$ cat src/soc_defines.svh
// Bus widths, region codes, register index width and divisor reset values
`ifndef SOC_DEFINES_SVH
`define SOC_DEFINES_SVH

`define FB_AW        32      // Bus address width
`define FB_DW        32      // Bus data width
`define FB_NBYTE     4       // Write-mask bits, one per byte lane

// Top address byte of each peripheral window
`define SPI_REGION   8'h80
`define UART_REGION  8'h81

`define REG_IDX_W    2       // Register index from addr[3:2]

`define UART_DIV_RST 16'd16  // Clocks per UART bit
`define SPI_DIV_RST  8'd4    // Clocks per SCK half period

`endif

$ cat src/soc_bus_pkg.sv
// Frontend bus address, request and response structs and target-select enum
`default_nettype none
`include "soc_defines.svh"

package soc_bus_pkg;

   // Address as the router and register blocks split it
   typedef struct packed {
      logic [7:0]         region;  // Peripheral window
      logic [`FB_AW-11:0] offset;  // Word offset in window
      logic [1:0]         lane;    // Byte in word
   } fb_addr_t;

   // Request channel payload
   typedef struct packed {
      fb_addr_t              addr;
      logic [`FB_NBYTE-1:0]  wmsk;   // Nonzero marks a write
      logic [`FB_DW-1:0]     wdata;
   } fb_req_t;

   // Response channel payload
   typedef struct packed {
      logic [`FB_DW-1:0] rdata;
   } fb_rsp_t;

   typedef enum logic [1:0] {
      TGT_SPI,
      TGT_UART,
      TGT_NONE                       // Unmapped region
   } fb_target_e;

endpackage

`default_nettype wire

$ cat src/soc_periph_pkg.sv
// Register index enum and peripheral control and status structs
`default_nettype none
`include "soc_defines.svh"

package soc_periph_pkg;

   // Register index, addr[3:2]
   typedef enum logic [`REG_IDX_W-1:0] {
      REG_DATA   = 2'd0,
      REG_STATUS = 2'd1,
      REG_CTRL   = 2'd2,
      REG_DIV    = 2'd3
   } reg_idx_e;

   typedef struct packed {
      logic tx_done;   // Bit 1, write 1 to clear
      logic busy;      // Bit 0
   } uart_status_t;

   typedef struct packed {
      logic irq_en;
   } uart_ctrl_t;

   typedef struct packed {
      logic busy;
   } spi_status_t;

   typedef struct packed {
      logic cs_active;  // Drives SPI_CS_L low
   } spi_ctrl_t;

endpackage

`default_nettype wire

$ cat src/pb_fb_router.sv
// Frontend bus router with region decode, response mux and unmapped responder
`timescale 1ns/1ps
`default_nettype none
`include "soc_defines.svh"

module pb_fb_router
   import soc_bus_pkg::*;
(
   input  wire          CPU_CLK,
   input  wire          rst_n,
   // Master side
   input  wire          req_valid,
   output logic         req_ready,
   input  wire fb_req_t req,
   output logic         rsp_valid,
   input  wire          rsp_ready,
   output fb_rsp_t      rsp,
   // SPI register block
   output logic         spi_req_valid,
   input  wire          spi_req_ready,
   output fb_req_t      spi_req,
   input  wire          spi_rsp_valid,
   output logic         spi_rsp_ready,
   input  wire fb_rsp_t spi_rsp,
   // UART register block
   output logic         uart_req_valid,
   input  wire          uart_req_ready,
   output fb_req_t      uart_req,
   input  wire          uart_rsp_valid,
   output logic         uart_rsp_ready,
   input  wire fb_rsp_t uart_rsp
);

   fb_target_e tgt_sel;  // Decode of incoming request
   fb_target_e tgt_q;    // Target of outstanding request
   logic       pend_q;   // Accepted, response not yet returned
   logic       open_q;   // Set once out of reset
   logic       idle;
   logic       tgt_rdy;

   always_comb begin
      case (req.addr.region)
         `SPI_REGION:  tgt_sel = TGT_SPI;
         `UART_REGION: tgt_sel = TGT_UART;
         default:      tgt_sel = TGT_NONE;
      endcase
   end

   always_comb begin
      case (tgt_sel)
         TGT_SPI:  tgt_rdy = spi_req_ready;
         TGT_UART: tgt_rdy = uart_req_ready;
         default:  tgt_rdy = 1'b1;  // Local responder never stalls
      endcase
   end

   // Only one request in flight
   assign idle      = open_q & ~pend_q;
   assign req_ready = idle & tgt_rdy;

   assign spi_req_valid  = req_valid & idle & (tgt_sel == TGT_SPI);
   assign uart_req_valid = req_valid & idle & (tgt_sel == TGT_UART);
   assign spi_req        = req;  // Payload to both, valid selects
   assign uart_req       = req;

   always_comb begin
      case (tgt_q)
         TGT_SPI: begin
            rsp_valid = pend_q & spi_rsp_valid;
            rsp       = spi_rsp;
         end
         TGT_UART: begin
            rsp_valid = pend_q & uart_rsp_valid;
            rsp       = uart_rsp;
         end
         default: begin
            rsp_valid = pend_q;  // Cycle after acceptance
            rsp       = '0;      // Zero read, write dropped
         end
      endcase
   end

   assign spi_rsp_ready  = rsp_ready & pend_q & (tgt_q == TGT_SPI);
   assign uart_rsp_ready = rsp_ready & pend_q & (tgt_q == TGT_UART);

   always_ff @(posedge CPU_CLK or negedge rst_n) begin
      if (!rst_n) begin
         open_q <= 1'b0;
         pend_q <= 1'b0;
         tgt_q  <= TGT_NONE;
      end else begin
         open_q <= 1'b1;
         if (req_valid & req_ready) begin
            pend_q <= 1'b1;
            tgt_q  <= tgt_sel;  // Steers the response back
         end else if (rsp_valid & rsp_ready) begin
            pend_q <= 1'b0;
         end
      end
   end

endmodule

`default_nettype wire

$ cat src/uart_tx.sv
// UART transmit serializer with baud and bit counters
`timescale 1ns/1ps
`default_nettype none

module uart_tx (
   input  wire          CPU_CLK,
   input  wire          rst_n,
   input  wire          tx_start,
   input  wire [7:0]    tx_byte,
   input  wire [15:0]   div,
   output logic         tx_busy,
   output logic         tx_done,
   output logic         UART_TX_L
);

   logic [15:0] baud_cnt;
   logic [3:0]  bit_cnt;   // 0 start, 1..8 data, 9 stop
   logic [9:0]  frame;     // Shifts out from bit 0
   logic        bit_end;

   assign bit_end   = tx_busy & (baud_cnt == div - 16'd1);
   assign UART_TX_L = ~tx_busy | frame[0];  // Idle line high

   always_ff @(posedge CPU_CLK or negedge rst_n) begin
      if (!rst_n) begin
         tx_busy  <= 1'b0;
         tx_done  <= 1'b0;
         baud_cnt <= 16'd0;
         bit_cnt  <= 4'd0;
      end else begin
         tx_done <= 1'b0;
         if (~tx_busy) begin
            if (tx_start) begin
               tx_busy  <= 1'b1;
               baud_cnt <= 16'd0;
               bit_cnt  <= 4'd0;
            end
         end else if (bit_end) begin
            baud_cnt <= 16'd0;
            if (bit_cnt == 4'd9) begin
               tx_busy <= 1'b0;  // Stop bit done
               tx_done <= 1'b1;
            end else begin
               bit_cnt <= bit_cnt + 4'd1;
            end
         end else begin
            baud_cnt <= baud_cnt + 16'd1;
         end
      end
   end

   always_ff @(posedge CPU_CLK) begin
      if (tx_start & ~tx_busy) begin
         frame <= {1'b1, tx_byte, 1'b0};  // Stop, data LSB first, start
      end else if (bit_end) begin
         frame <= {1'b1, frame[9:1]};
      end
   end

endmodule

`default_nettype wire

$ cat src/uart_regs.sv
// UART register block with transmit start, done flag and interrupt
`timescale 1ns/1ps
`default_nettype none
`include "soc_defines.svh"

module uart_regs
   import soc_bus_pkg::*;
   import soc_periph_pkg::*;
(
   input  wire          CPU_CLK,
   input  wire          rst_n,
   input  wire          req_valid,
   output logic         req_ready,
   input  wire fb_req_t req,
   output logic         rsp_valid,
   input  wire          rsp_ready,
   output fb_rsp_t      rsp,
   output logic         tx_start,
   output logic [7:0]   tx_byte,
   output logic [15:0]  div,
   input  wire          tx_busy,
   input  wire          tx_done,
   output logic         uart_irq
);

   reg_idx_e     idx;
   uart_status_t status;
   uart_ctrl_t   ctrl_q;
   logic         done_q;
   logic         acc;
   logic         wr;
   logic         wr_data;
   logic [31:0]  rd_word;

   assign req_ready = ~rsp_valid;  // Free when no response pending
   assign acc       = req_valid & req_ready;
   assign wr        = acc & (|req.wmsk);
   assign idx       = reg_idx_e'(req.addr.offset[`REG_IDX_W-1:0]);

   // Start pulse counts as busy until the engine picks it up
   assign status.busy    = tx_busy | tx_start;
   assign status.tx_done = done_q;
   assign wr_data        = wr & (idx == REG_DATA) & req.wmsk[0] & ~status.busy;
   assign uart_irq       = ctrl_q.irq_en & done_q;

   always_comb begin
      case (idx)
         REG_DATA:   rd_word = {24'd0, tx_byte};
         REG_STATUS: rd_word = {30'd0, status};
         REG_CTRL:   rd_word = {31'd0, ctrl_q};
         default:    rd_word = {16'd0, div};
      endcase
   end

   always_ff @(posedge CPU_CLK or negedge rst_n) begin
      if (!rst_n) begin
         rsp_valid <= 1'b0;
         tx_start  <= 1'b0;
         tx_byte   <= 8'd0;
         ctrl_q    <= '0;
         done_q    <= 1'b0;
         div       <= `UART_DIV_RST;
      end else begin
         tx_start <= wr_data;  // One-cycle pulse
         if (acc) begin
            rsp_valid <= 1'b1;
         end else if (rsp_ready) begin
            rsp_valid <= 1'b0;
         end
         if (wr_data) begin
            tx_byte <= req.wdata[7:0];
         end
         if (wr & (idx == REG_CTRL) & req.wmsk[0]) begin
            ctrl_q.irq_en <= req.wdata[0];
         end
         if (wr & (idx == REG_DIV)) begin
            if (req.wmsk[0]) div[7:0]  <= req.wdata[7:0];   // Byte-masked
            if (req.wmsk[1]) div[15:8] <= req.wdata[15:8];
         end
         if (tx_done) begin
            done_q <= 1'b1;  // Set beats clear
         end else if (wr & (idx == REG_STATUS) & req.wmsk[0] & req.wdata[1]) begin
            done_q <= 1'b0;
         end
      end
   end

   // Read data captured at acceptance, held until taken
   always_ff @(posedge CPU_CLK) begin
      if (acc) begin
         rsp.rdata <= rd_word;
      end
   end

endmodule

`default_nettype wire

$ cat src/spi_shift.sv
// SPI mode-0 clock generator and MSB-first shift engine
`timescale 1ns/1ps
`default_nettype none

module spi_shift (
   input  wire          CPU_CLK,
   input  wire          rst_n,
   input  wire          xfer_start,
   input  wire [7:0]    xfer_byte,
   input  wire [7:0]    div,
   input  wire          SPI_MISO,
   output logic         xfer_busy,
   output logic         xfer_done,
   output logic [7:0]   rx_byte,
   output logic         SPI_SCK,
   output logic         SPI_MOSI
);

   logic [7:0] half_cnt;   // Clocks in current half period
   logic [3:0] edge_cnt;   // 16 SCK edges per byte
   logic       half_end;

   assign half_end = xfer_busy & (half_cnt == div - 8'd1);

   always_ff @(posedge CPU_CLK or negedge rst_n) begin
      if (!rst_n) begin
         xfer_busy <= 1'b0;
         xfer_done <= 1'b0;
         half_cnt  <= 8'd0;
         edge_cnt  <= 4'd0;
         SPI_SCK   <= 1'b0;  // Mode 0 idles low
         SPI_MOSI  <= 1'b0;
      end else begin
         xfer_done <= 1'b0;
         if (~xfer_busy) begin
            if (xfer_start) begin
               xfer_busy <= 1'b1;
               half_cnt  <= 8'd0;
               edge_cnt  <= 4'd0;
               SPI_MOSI  <= xfer_byte[7];  // First bit before first rise
            end
         end else if (half_end) begin
            half_cnt <= 8'd0;
            SPI_SCK  <= ~SPI_SCK;
            edge_cnt <= edge_cnt + 4'd1;
            if (SPI_SCK) begin
               SPI_MOSI <= rx_byte[7];  // Falling edge
            end
            if (edge_cnt == 4'd15) begin
               xfer_busy <= 1'b0;
               xfer_done <= 1'b1;
            end
         end else begin
            half_cnt <= half_cnt + 8'd1;
         end
      end
   end

   // Outgoing bits leave at the top as MISO fills from the bottom
   always_ff @(posedge CPU_CLK) begin
      if (xfer_start & ~xfer_busy) begin
         rx_byte <= xfer_byte;
      end else if (half_end & ~SPI_SCK) begin
         rx_byte <= {rx_byte[6:0], SPI_MISO};  // Rising edge sample
      end
   end

endmodule

`default_nettype wire

$ cat src/spi_regs.sv
// SPI register block with chip select control and transfer start
`timescale 1ns/1ps
`default_nettype none
`include "soc_defines.svh"

module spi_regs
   import soc_bus_pkg::*;
   import soc_periph_pkg::*;
(
   input  wire          CPU_CLK,
   input  wire          rst_n,
   input  wire          req_valid,
   output logic         req_ready,
   input  wire fb_req_t req,
   output logic         rsp_valid,
   input  wire          rsp_ready,
   output fb_rsp_t      rsp,
   output logic         xfer_start,
   output logic [7:0]   xfer_byte,
   output logic [7:0]   div,
   output logic         SPI_CS_L,
   input  wire          xfer_busy,
   input  wire          xfer_done,
   input  wire [7:0]    rx_byte
);

   reg_idx_e    idx;
   spi_status_t status;
   spi_ctrl_t   ctrl_q;
   logic [7:0]  rx_q;     // Last received byte
   logic        acc;
   logic        wr;
   logic        wr_data;
   logic [31:0] rd_word;

   assign req_ready   = ~rsp_valid;
   assign acc         = req_valid & req_ready;
   assign wr          = acc & (|req.wmsk);
   assign idx         = reg_idx_e'(req.addr.offset[`REG_IDX_W-1:0]);
   assign status.busy = xfer_busy | xfer_start;
   assign wr_data     = wr & (idx == REG_DATA) & req.wmsk[0] & ~status.busy;
   assign SPI_CS_L    = ~ctrl_q.cs_active;

   always_comb begin
      case (idx)
         REG_DATA:   rd_word = {24'd0, rx_q};
         REG_STATUS: rd_word = {31'd0, status};
         REG_CTRL:   rd_word = {31'd0, ctrl_q};
         default:    rd_word = {24'd0, div};
      endcase
   end

   always_ff @(posedge CPU_CLK or negedge rst_n) begin
      if (!rst_n) begin
         rsp_valid  <= 1'b0;
         xfer_start <= 1'b0;
         ctrl_q     <= '0;   // Chip select released
         rx_q       <= 8'd0;
         div        <= `SPI_DIV_RST;
      end else begin
         xfer_start <= wr_data;
         if (acc) begin
            rsp_valid <= 1'b1;
         end else if (rsp_ready) begin
            rsp_valid <= 1'b0;
         end
         if (wr & (idx == REG_CTRL) & req.wmsk[0]) begin
            ctrl_q.cs_active <= req.wdata[0];
         end
         if (wr & (idx == REG_DIV) & req.wmsk[0]) begin
            div <= req.wdata[7:0];
         end
         if (xfer_done) begin
            rx_q <= rx_byte;
         end
      end
   end

   always_ff @(posedge CPU_CLK) begin
      if (wr_data) begin
         xfer_byte <= req.wdata[7:0];  // Held for the engine load
      end
      if (acc) begin
         rsp.rdata <= rd_word;
      end
   end

endmodule

`default_nettype wire

$ cat src/soc_mmio_top.sv
// Peripheral subsystem top with reset synchronizer, router, SPI and UART
`timescale 1ns/1ps
`default_nettype none

module soc_mmio_top
   import soc_bus_pkg::*;
(
   input  wire          CPU_CLK,
   input  wire          RST_L,
   input  wire          req_valid,
   output logic         req_ready,
   input  wire fb_req_t req,
   output logic         rsp_valid,
   input  wire          rsp_ready,
   output fb_rsp_t      rsp,
   output logic         SPI_SCK,
   output logic         SPI_CS_L,
   output logic         SPI_MOSI,
   input  wire          SPI_MISO,
   output logic         UART_TX_L,
   output logic         uart_irq
);

   logic [1:0]  rst_q;
   logic        rst_n;
   logic        spi_req_valid;
   logic        spi_req_ready;
   logic        spi_rsp_valid;
   logic        spi_rsp_ready;
   fb_req_t     spi_req;
   fb_rsp_t     spi_rsp;
   logic        uart_req_valid;
   logic        uart_req_ready;
   logic        uart_rsp_valid;
   logic        uart_rsp_ready;
   fb_req_t     uart_req;
   fb_rsp_t     uart_rsp;
   logic        xfer_start;
   logic        xfer_busy;
   logic        xfer_done;
   logic [7:0]  xfer_byte;
   logic [7:0]  rx_byte;
   logic [7:0]  spi_div;
   logic        tx_start;
   logic        tx_busy;
   logic        tx_done;
   logic [7:0]  tx_byte;
   logic [15:0] uart_div;

   // Asserts asynchronously, releases two clocks after RST_L rises
   always_ff @(posedge CPU_CLK or negedge RST_L) begin
      if (!RST_L) begin
         rst_q <= 2'b00;
      end else begin
         rst_q <= {rst_q[0], 1'b1};
      end
   end
   assign rst_n = rst_q[1];

   pb_fb_router i_router (
      .CPU_CLK, .rst_n,
      .req_valid, .req_ready, .req, .rsp_valid, .rsp_ready, .rsp,
      .spi_req_valid, .spi_req_ready, .spi_req,
      .spi_rsp_valid, .spi_rsp_ready, .spi_rsp,
      .uart_req_valid, .uart_req_ready, .uart_req,
      .uart_rsp_valid, .uart_rsp_ready, .uart_rsp
   );

   spi_regs i_spi_regs (
      .CPU_CLK, .rst_n,
      .req_valid (spi_req_valid), .req_ready (spi_req_ready), .req (spi_req),
      .rsp_valid (spi_rsp_valid), .rsp_ready (spi_rsp_ready), .rsp (spi_rsp),
      .xfer_start, .xfer_byte, .div (spi_div), .SPI_CS_L,
      .xfer_busy, .xfer_done, .rx_byte
   );

   spi_shift i_spi_shift (
      .CPU_CLK, .rst_n, .xfer_start, .xfer_byte, .div (spi_div), .SPI_MISO,
      .xfer_busy, .xfer_done, .rx_byte, .SPI_SCK, .SPI_MOSI
   );

   uart_regs i_uart_regs (
      .CPU_CLK, .rst_n,
      .req_valid (uart_req_valid), .req_ready (uart_req_ready), .req (uart_req),
      .rsp_valid (uart_rsp_valid), .rsp_ready (uart_rsp_ready), .rsp (uart_rsp),
      .tx_start, .tx_byte, .div (uart_div), .tx_busy, .tx_done, .uart_irq
   );

   uart_tx i_uart_tx (
      .CPU_CLK, .rst_n, .tx_start, .tx_byte, .div (uart_div),
      .tx_busy, .tx_done, .UART_TX_L
   );

endmodule

`default_nettype wire

$ cat config.mk
export PLATFORM = sky130hd
export DESIGN_NAME = soc_mmio_top
export DESIGN_NICKNAME = d
export VERILOG_FILES = /design/src/soc_bus_pkg.sv /design/src/soc_periph_pkg.sv /design/src/pb_fb_router.sv /design/src/uart_tx.sv /design/src/uart_regs.sv /design/src/spi_shift.sv /design/src/spi_regs.sv /design/src/soc_mmio_top.sv
export VERILOG_INCLUDE_DIRS = /design/src /design/src/src
export SDC_FILE = /design/constraint.sdc
export NUM_CORES = 1
export LEC_CHECK = 0
export BUFFER_PORTS_ARGS = -buffer_cell sky130_fd_sc_hd__buf_2
export CAP_MARGIN = 10
export CORE_MARGIN = 2
export CORE_UTILIZATION = 55
export CTS_CLUSTER_DIAMETER = 60
export CTS_CLUSTER_SIZE = 25
export DETAILED_ROUTE_END_ITERATION = 16
export PLACE_DENSITY_LB_ADDON = 0.2
export SLEW_MARGIN = 20
export SYNTH_ARGS = -nofsm -noshare
export SYNTH_HDL_FRONTEND = slang
export SYNTH_HIERARCHICAL = 1
export SYNTH_SLANG_ARGS = --single-unit
$ cat constraint.sdc
create_clock -name CPU_CLK -period 3.6 [get_ports CPU_CLK]
set_clock_uncertainty 0.1 [all_clocks]
set_input_delay 0.72 -clock CPU_CLK [delete_from_list [all_inputs] [get_ports CPU_CLK]]
set_output_delay 0.72 -clock CPU_CLK [all_outputs]
set_load 0.01 [all_outputs]
### After elaboration in Yosys (flattened, before gate mapping)

Cells that the tools add are included.

| cells by class | value |
|---|---|
| $add $sub $neg | 6 |
| eq/ne operators | 15 |
| muxes and demuxes | 49 |
| bitwise logic cells | 50 |
| reductions and logical operators | 18 |

Operator list:

| kind | number |
|---|---|
| $pmux W32 S2 | 1 |
| $mux W16 | 3 |
| $pmux W16 S3 | 1 |
| $mux W8 | 5 |
| $and A1 B1 Y1 | 38 |
| $mux W4 | 7 |
| $mux W1 | 26 |
| $pmux W8 S3 | 1 |
| $mux W9 | 2 |
| $add A16 B1 Y16 const B | 1 |
| $eq A16 B16 Y1 | 1 |
| $eq A8 B8 Y1 const B | 2 |
| $reduce_bool A2 Y1 | 8 |
| $sub A16 B1 Y16 const B | 1 |
| $not A1 Y1 | 9 |
| $add A4 B1 Y4 const B | 2 |
| $add A8 B1 Y8 const B | 1 |
| $eq A4 B4 Y1 const B | 2 |
| $eq A8 B8 Y1 | 1 |
| $ne A2 B2 Y1 const B | 4 |
| $reduce_and A2 Y1 | 4 |
| $sub A8 B1 Y8 const B | 1 |
| $eq A2 B1 Y1 const B | 3 |
| $logic_not A2 Y1 | 3 |
| 6 further kinds | 11 |

| storage, ports and cells | value |
|---|---|
| register bits after elaboration | 180 |
| bits of input ports | 73 |
| output and inout bits | 39 |
| word-level logic and storage cells | 170 |

### Longest topological paths before layout

Gate-level depths: netlist of the first run.

| logic depth | value |
|---|---|
| word-level depth | 11 |
| mapped depth | 11 |

### Cells and area by module

Netlist of the first run, hierarchy kept.

By module, submodules not included:

| module | instances | cells an instance | area an instance (sq um) | sequential area each (sq um) |
|---|---|---|---|---|
| uart_tx | 1 | 276 | 2,351.0 | 810.8 |
| uart_regs | 1 | 125 | 1,901.8 | 1,182.4 |
| pb_fb_router | 1 | 236 | 1,791.7 | 101.3 |
| spi_regs | 1 | 99 | 1,557.7 | 957.2 |
| spi_shift | 1 | 141 | 1,500.2 | 640.6 |
| soc_mmio_top | 1 | 3 | 53.8 | 50.0 |

### Worst setup path after synthesis of the first run

Ideal clock, no wire load.

| timing | value |
|---|---|
| path kind | register -> register |
| from | register i_uart_regs.div[0] |
| to | register i_uart_tx.frame[1], enable pin |
| arrival time | 2,832 ps |
| data required time | 3,176 ps |
| slack | 344 ps |
| cell stages (with the launch flop) | 11 |
| path buffers | 1 |
| clock period less this slack | 3,256 ps |
| cell sequence | dfrtp_1 > inv_1 > ha_1 > or4b_1 > buf_2 > or3_1 > a21o_1 > or4_4 > nor4b_4 > a21oi_1 > inv_1 |

| on the way | value |
|---|---|
| word-level cells in the longest chain between the ends | 4 |

RTL lines:

| item | line | RTL |
|---|---|---|
| start: declaration | uart_regs.sv:20 | `output logic [15:0] div,` |
| start signal: assignment | uart_regs.sv:62 | `` div <= `UART_DIV_RST; `` |
| start signal: assignment | uart_regs.sv:77 | `if (req.wmsk[0]) div[7:0] <= req.wdata[7:0];` |
| $sub A16 B1 Y16 | uart_tx.sv:21 | `assign bit_end = tx_busy & (baud_cnt == div - 16'd1);` |
| $eq A16 B16 Y1 | uart_tx.sv:21 |  |
| $and A1 B1 Y1 | uart_tx.sv:21 |  |
| $reduce_bool A2 Y1 (no line) | -- |  |
| end signal: assignment | uart_tx.sv:54 | `frame <= {1'b1, tx_byte, 1'b0};` |
| end signal: assignment | uart_tx.sv:56 | `frame <= {1'b1, frame[9:1]};` |
| end: declaration | uart_tx.sv:18 | `logic [9:0] frame;` |

No other way between the ends.
A chain may end at the register's enable or synchronous reset.

### Worst setup path in the final report of the first run

| timing | value |
|---|---|
| from | register i_uart_regs.div[1] |
| to | register i_uart_tx.bit_cnt[2] |

| on the way | value |
|---|---|
| word-level cells in the longest chain between the ends | 5 |

RTL lines:

| item | line | RTL |
|---|---|---|
| $sub A16 B1 Y16 | uart_tx.sv:21 |  |
| $eq A16 B16 Y1 | uart_tx.sv:21 |  |
| $and A1 B1 Y1 | uart_tx.sv:21 |  |
| $ne A2 B2 Y1 (no line) | -- |  |
| $reduce_and A3 Y1 (no line) | -- |  |
| end signal: assignment | uart_tx.sv:44 | `bit_cnt <= bit_cnt + 4'd1;` |
| end: declaration | uart_tx.sv:17 | `logic [3:0] bit_cnt;` |

No other way between the ends.

==> results.sh, run 1 <==
export IMPL_gp_routability_congestion=0.895
export IMPL_finalMaxSlewViolations=0
export IMPL_syn_area_per_cell_um2=10.8
export IMPL_fillers=1253
export IMPL_ios=112
export IMPL_die_w_um=127
export IMPL_power_mw=3.77
export IMPL_final_setup_tns_ps=0
export IMPL_chipHeight_um=127
export IMPL_top_usage_layer="met2"
export IMPL_rsz0062_at_grt="false"
export IMPL_cp_cell_sequence="inv_1 > ha_1 > or4b_1 > or3_1 > a21o_1 > or4_4 > nor4b_4 > buf_4 > nand3b_1 > o211ai_1"
export IMPL_cts_htree_levels=4
export IMPL_instances_no_fill=994
export IMPL_place_inst=961
export IMPL_grt_usage_pct=21.6
export IMPL_leakage_nw=4.05
export IMPL_area_growth_pct=7.10
export IMPL_antenna_found_initial=0
export IMPL_numPortBuffers=55
export IMPL_max_slew_margin_pct=40.9
export IMPL_worst_pin_slew_ps=885
export IMPL_clkTransAtPathRegs_ps=60
export IMPL_fmax_ghz=0.291
export IMPL_crit_required_ps=3780
export IMPL_use_met3_pct=4.19
export IMPL_final_cell_area_mm2=0.00896
export IMPL_register_area_mm2=0.00375
export IMPL_final_antenna_net_count=0
export IMPL_layout_drive_gt1_share_pct=24.1
export IMPL_firstDrtPassIters=4
export IMPL_met1_usage_pct=30.3
export IMPL_crit_fanout=22
export IMPL_ys_warn_count=6
export IMPL_max_cap_violations=0
export IMPL_multiInputGateArea_mm2=0.00394
export IMPL_die_area_mm2=0.0162
export IMPL_power_density_mw_per_mm2=420
export IMPL_dp_slack_ps=167
export IMPL_finalHoldViolCount=0
export IMPL_grtUsageMet2_pct=33.2
export IMPL_place_area_mm2=0.00839
export IMPL_finalHoldWorstSlack_ps=182
export IMPL_drc_errors=0
export IMPL_dp_hpwl_mm=12.1
export IMPL_status="finished, final reports clean"
export IMPL_avgRoutedWirePerCell_um=16.9
export IMPL_grt_pass1_wl_mm=27.5
export IMPL_fin_util_pct=59.6
export IMPL_cts_sinks=140
export IMPL_final_common_cell="dfrtp_1"
export IMPL_post_cts_buffers=0
export IMPL_final_cell_mix="86 x dfrtp_1, 59 x nand2_1, 55 x buf_2"
export IMPL_start_kind="flop"
export IMPL_clk_path_buf_depth=2
export IMPL_nets=873
export IMPL_vias=5620
export IMPL_core_area_mm2=0.0150
export IMPL_grt_start_max_net_pins=38
export IMPL_hp_class="flop to asynchronous set/reset pin"
export IMPL_path_buf_inv=2
export IMPL_syn_inst=775
export IMPL_crit_type="flop to flop"
export IMPL_numCtsBuffers=17
export IMPL_fin_ws_ps=167
export IMPL_netlist_area_mm2=0.00837
export IMPL_cp_top_family="simple AND/OR/NAND/NOR gates"
export IMPL_fin_crit_sh_pct=95.4
export IMPL_drt_iter0_drc=359
export IMPL_rows=45
export IMPL_n_antenna_cell=0
export IMPL_max_stage_delay_ps=620
export IMPL_gr_total_overflow=0
export IMPL_slowest_stage="or4b_1"
export IMPL_min_period_ps=3430
export IMPL_cp_end_kind="flop"
export IMPL_r2r_setup_slack_ps=170
export IMPL_viasPerCell=5.65
export IMPL_insertion_delay_ps=430
export IMPL_setup_violations=0
export IMPL_initial_core_util_pct=55.7
export IMPL_cts_tree="built"
export IMPL_vdd_drop_max_uv=330
export IMPL_clk_root_buffer_cell="clkbuf_16"
export IMPL_arrival_ps=3610
export IMPL_grt_pass1_vias=5363
export IMPL_wl_mm=16.8
[per-layer routing]
metal	part of all wire [%]	wire length, µm	up-vias
li1	-	-	2707
met1	47	7860	2732
met2	46	7720	159
met3	5.1	863	22
met4	1.9	325	0
met5	0	0	-
[state kept, by name (all words and copies together), names as in the netlist, 8 cells and up]
name	flops
i_spi_regs/xfer_byte	8
i_uart_tx/baud_cnt	16
i_uart_regs/rsp	16
i_spi_regs/div	8
i_uart_tx/frame	9
i_uart_regs/tx_byte	8
i_spi_regs/rx_q	8
i_spi_regs/rsp	8
i_spi_shift/rx_byte	8
i_spi_shift/half_cnt	8
i_uart_regs/div	16
[layout make-up]
class,instances,area share [%]
multi-input cells,541,43.9
flip-flops and latches,140,41.8
clock buffers,18,4.90
repair buffers,72,4.52
well taps,188,2.62
clock inverters,14,1.35
inverters,21,0.880
[power by group]
group / switching [mW] / internal (mW) / total (mW)
combinational: 0.191 / 0.145 / 0.336
clock: 0.733 / 0.924 / 1.66
sequential: 0.0953 / 1.68 / 1.77
[final timing paths]
| path | start | end | depth (start not counted) |
|---|---|---|---|
| worst max register to register | i_uart_regs/div[1]$_DFFE_PN0P_ | i_uart_tx/bit_cnt[2]$_DFFE_PN0P_ | 10 |
| worst max-delay path | i_uart_regs/div[1]$_DFFE_PN0P_ | i_uart_tx/bit_cnt[2]$_DFFE_PN0P_ | 10 |
| worst min-delay path | rst_q[1]$_DFF_PN0_ | i_spi_shift/edge_cnt[3]$_DFFE_PN0P_ | 0 |
| min in group CPU_CLK | rst_q[0]$_DFF_PN0_ | rst_q[1]$_DFF_PN0_ | 0 |
| worst min register to register | rst_q[1]$_DFF_PN0_ | i_spi_shift/edge_cnt[3]$_DFFE_PN0P_ | 0 |
| max in group asynchronous | rst_q[1]$_DFF_PN0_ | i_uart_regs/div[4]$_DFFE_PN1P_ | 1 |
[worst reg2reg max path: cells and delay by family, from the launching register on]
family / cells / cell delay [ps]
AND/OR/NAND/NOR: 5 / 1880
flip-flops: 1 / 390
buffers and inverters: 2 / 390
AO/OA/AOI/OAI: 2 / 310
adder cells (fa/ha/maj): 1 / 230
[timing repair]
item | CTS | global route
hold buffers | 1 | 0
setup endpoints to repair | 0 | 12
endpoints found under the hold margin | 2 | 0
gates resized for setup | 0 | 2
Power figures use the tool's default switching activity.
==> run 2: changes to the inputs <==
- CORE_MARGIN: 2 -> 5
==> results.sh, run 2 (synthesized netlist as in run 1, its figures left out) <==
export IMPL_status="finished, final reports clean"
export IMPL_power_mw=3.77
export IMPL_cts_tree="built"
export IMPL_top_usage_layer="met2"
export IMPL_fillers=1233
export IMPL_r2r_setup_slack_ps=230
export IMPL_start_kind="flop"
export IMPL_crit_required_ps=3810
export IMPL_met1_usage_pct=27.2
export IMPL_setup_violations=0
export IMPL_fin_crit_sh_pct=93.7
export IMPL_finalHoldWorstSlack_ps=207
export IMPL_power_density_mw_per_mm2=420
export IMPL_cts_htree_levels=4
export IMPL_area_growth_pct=7.31
export IMPL_max_stage_delay_ps=640
export IMPL_wl_mm=17.2
export IMPL_grt_pass1_wl_mm=28.4
export IMPL_finalHoldViolCount=0
export IMPL_place_inst=960
export IMPL_viasPerCell=5.66
export IMPL_hp_class="flop to asynchronous set/reset pin"
export IMPL_r2r_end="i_uart_tx/baud_cnt[15]$_DFFE_PN0P_"
export IMPL_grt_pass1_vias=5541
export IMPL_numCtsBuffers=17
export IMPL_dp_hpwl_mm=12.4
export IMPL_fin_util_pct=59.5
export IMPL_drc_errors=0
export IMPL_vias=5630
export IMPL_cts_sinks=140
export IMPL_layout_drive_gt1_share_pct=23.9
export IMPL_final_setup_tns_ps=0
export IMPL_max_cap_violations=0
export IMPL_crit_type="flop to flop"
export IMPL_vdd_drop_max_uv=298
export IMPL_final_antenna_net_count=0
export IMPL_rsz0062_at_grt="false"
export IMPL_leakage_nw=4.05
export IMPL_final_cell_mix="86 x dfrtp_1, 59 x nand2_1, 55 x buf_2"
export IMPL_antenna_found_initial=0
export IMPL_chipHeight_um=133
export IMPL_fin_ws_ps=226
export IMPL_clkTransAtPathRegs_ps=60
export IMPL_cp_end_kind="flop"
export IMPL_gp_routability_congestion=0.850
export IMPL_final_cell_area_mm2=0.00898
export IMPL_grt_start_max_net_pins=83
export IMPL_dp_slack_ps=175
export IMPL_nets=873
export IMPL_initial_core_util_pct=55.5
export IMPL_avgRoutedWirePerCell_um=17.3
export IMPL_use_met3_pct=3.47
export IMPL_instances_no_fill=994
export IMPL_grt_usage_pct=19.8
export IMPL_r2r_start="i_uart_regs/div[0]$_DFFE_PN0P_"
export IMPL_gr_total_overflow=0
export IMPL_ios=112
export IMPL_slowest_stage="or4_1"
export IMPL_grtUsageMet2_pct=31.8
export IMPL_clk_root_buffer_cell="clkbuf_16"
export IMPL_final_common_cell="dfrtp_1"
export IMPL_clk_path_buf_depth=2
export IMPL_fmax_ghz=0.296
export IMPL_arrival_ps=3580
export IMPL_rows=45
export IMPL_crit_fanout=7
export IMPL_drt_iter0_drc=517
export IMPL_n_antenna_cell=0
export IMPL_max_slew_margin_pct=44.8
export IMPL_place_area_mm2=0.00838
export IMPL_reg2reg_depth=9
export IMPL_numPortBuffers=55
export IMPL_core_area_mm2=0.0151
export IMPL_worst_pin_slew_ps=829
export IMPL_top_regs="i_uart_regs/div: 16 flops, i_uart_regs/rsp: 16 flops, i_uart_tx/baud_cnt: 16 flops"
export IMPL_die_w_um=133
export IMPL_min_period_ps=3370
export IMPL_die_area_mm2=0.0178
export IMPL_insertion_delay_ps=420
export IMPL_cp_cell_sequence="inv_1 > ha_1 > or4b_1 > nor4_1 > xnor2_1 > o311ai_1 > nand2b_1 > or4_1 > a31o_2"
export IMPL_finalMaxSlewViolations=0
export IMPL_firstDrtPassIters=5
-- run 2: cell types whose count changed in the layout (fill, tap and decap cells not counted) --
| cell | change |
|---|---|
| buf_16 | +1 |
| nor4_2 | -1 |
| inv_6 | -4 |
| clkinvlp_4 | +1 |
| buf_4 | -1 |
| nor4_1 | +1 |
| inv_8 | +2 |
| clkinv_4 | +1 |
-- run 2: worst max-delay path by stage --
stage | startpoint | endpoint | cells past startpoint | slack, ps
global placement | i_uart_regs/div[0]$_DFFE_PN0P_ | i_uart_tx/baud_cnt[13]$_DFFE_PN0P_ | 9 | 210
floorplan | i_uart_regs/div[0]$_DFFE_PN0P_ | i_uart_tx/frame[1]$_DFFE_PP_ | 10 | 340
CTS | i_uart_regs/div[0]$_DFFE_PN0P_ | i_uart_tx/baud_cnt[13]$_DFFE_PN0P_ | 9 | 120
global route | i_uart_regs/div[0]$_DFFE_PN0P_ | i_uart_tx/bit_cnt[2]$_DFFE_PN0P_ | 10 | 20
finish | i_uart_regs/div[0]$_DFFE_PN0P_ | i_uart_tx/baud_cnt[15]$_DFFE_PN0P_ | 9 | 230
detailed placement | i_uart_regs/div[0]$_DFFE_PN0P_ | i_uart_tx/baud_cnt[15]$_DFFE_PN0P_ | 9 | 180
-- run 2: metal layers --
| metal | vias up | wire [µm] | share of wire [%] |
|---|---|---|---|
| met5 | - | 0 | 0 |
| met4 | 0 | 296 | 1.7 |
| met3 | 23 | 820 | 4.8 |
| met2 | 143 | 8110 | 47 |
| met1 | 2748 | 7990 | 46 |
| li1 | 2716 | - | - |
-- run 2: critical path: cells and delay by family, from the launching register on --
| kind | cells | cell delay (ps) |
|---|---|---|
| fa+ha+maj | 1 | 210 |
| xor+xnor | 1 | 200 |
| flops | 1 | 370 |
| buf+inv | 1 | 70 |
| simple gates | 4 | 1810 |
| compound gates | 2 | 500 |
-- run 2: timing repair --
action,in CTS,in global routing
hold endpoints to repair,2,0
resized for setup,0,2
hold buffers,1,0
setup buffers,0,0
setup endpoints to repair,0,12
-- run 2: power breakdown --
| group | internal, mW | switching, mW |
|---|---|---|
| Clock | 0.926 | 0.733 |
| Sequential | 1.68 | 0.0961 |
| Combinational | 0.147 | 0.193 |
| Total | 2.75 | 1.02 |
-- run 2: final cells by class --
cell class              count  area [µm²]  share of cell area (%)
well taps                 188         235                    2.62
flip-flops and latches    140        3750                    41.7
inverters                  21        78.8                   0.878
multi-input cells         541        3930                    43.8
clock buffers              18         439                    4.89
clock inverters            14         125                    1.39
repair buffers             72         425                    4.74
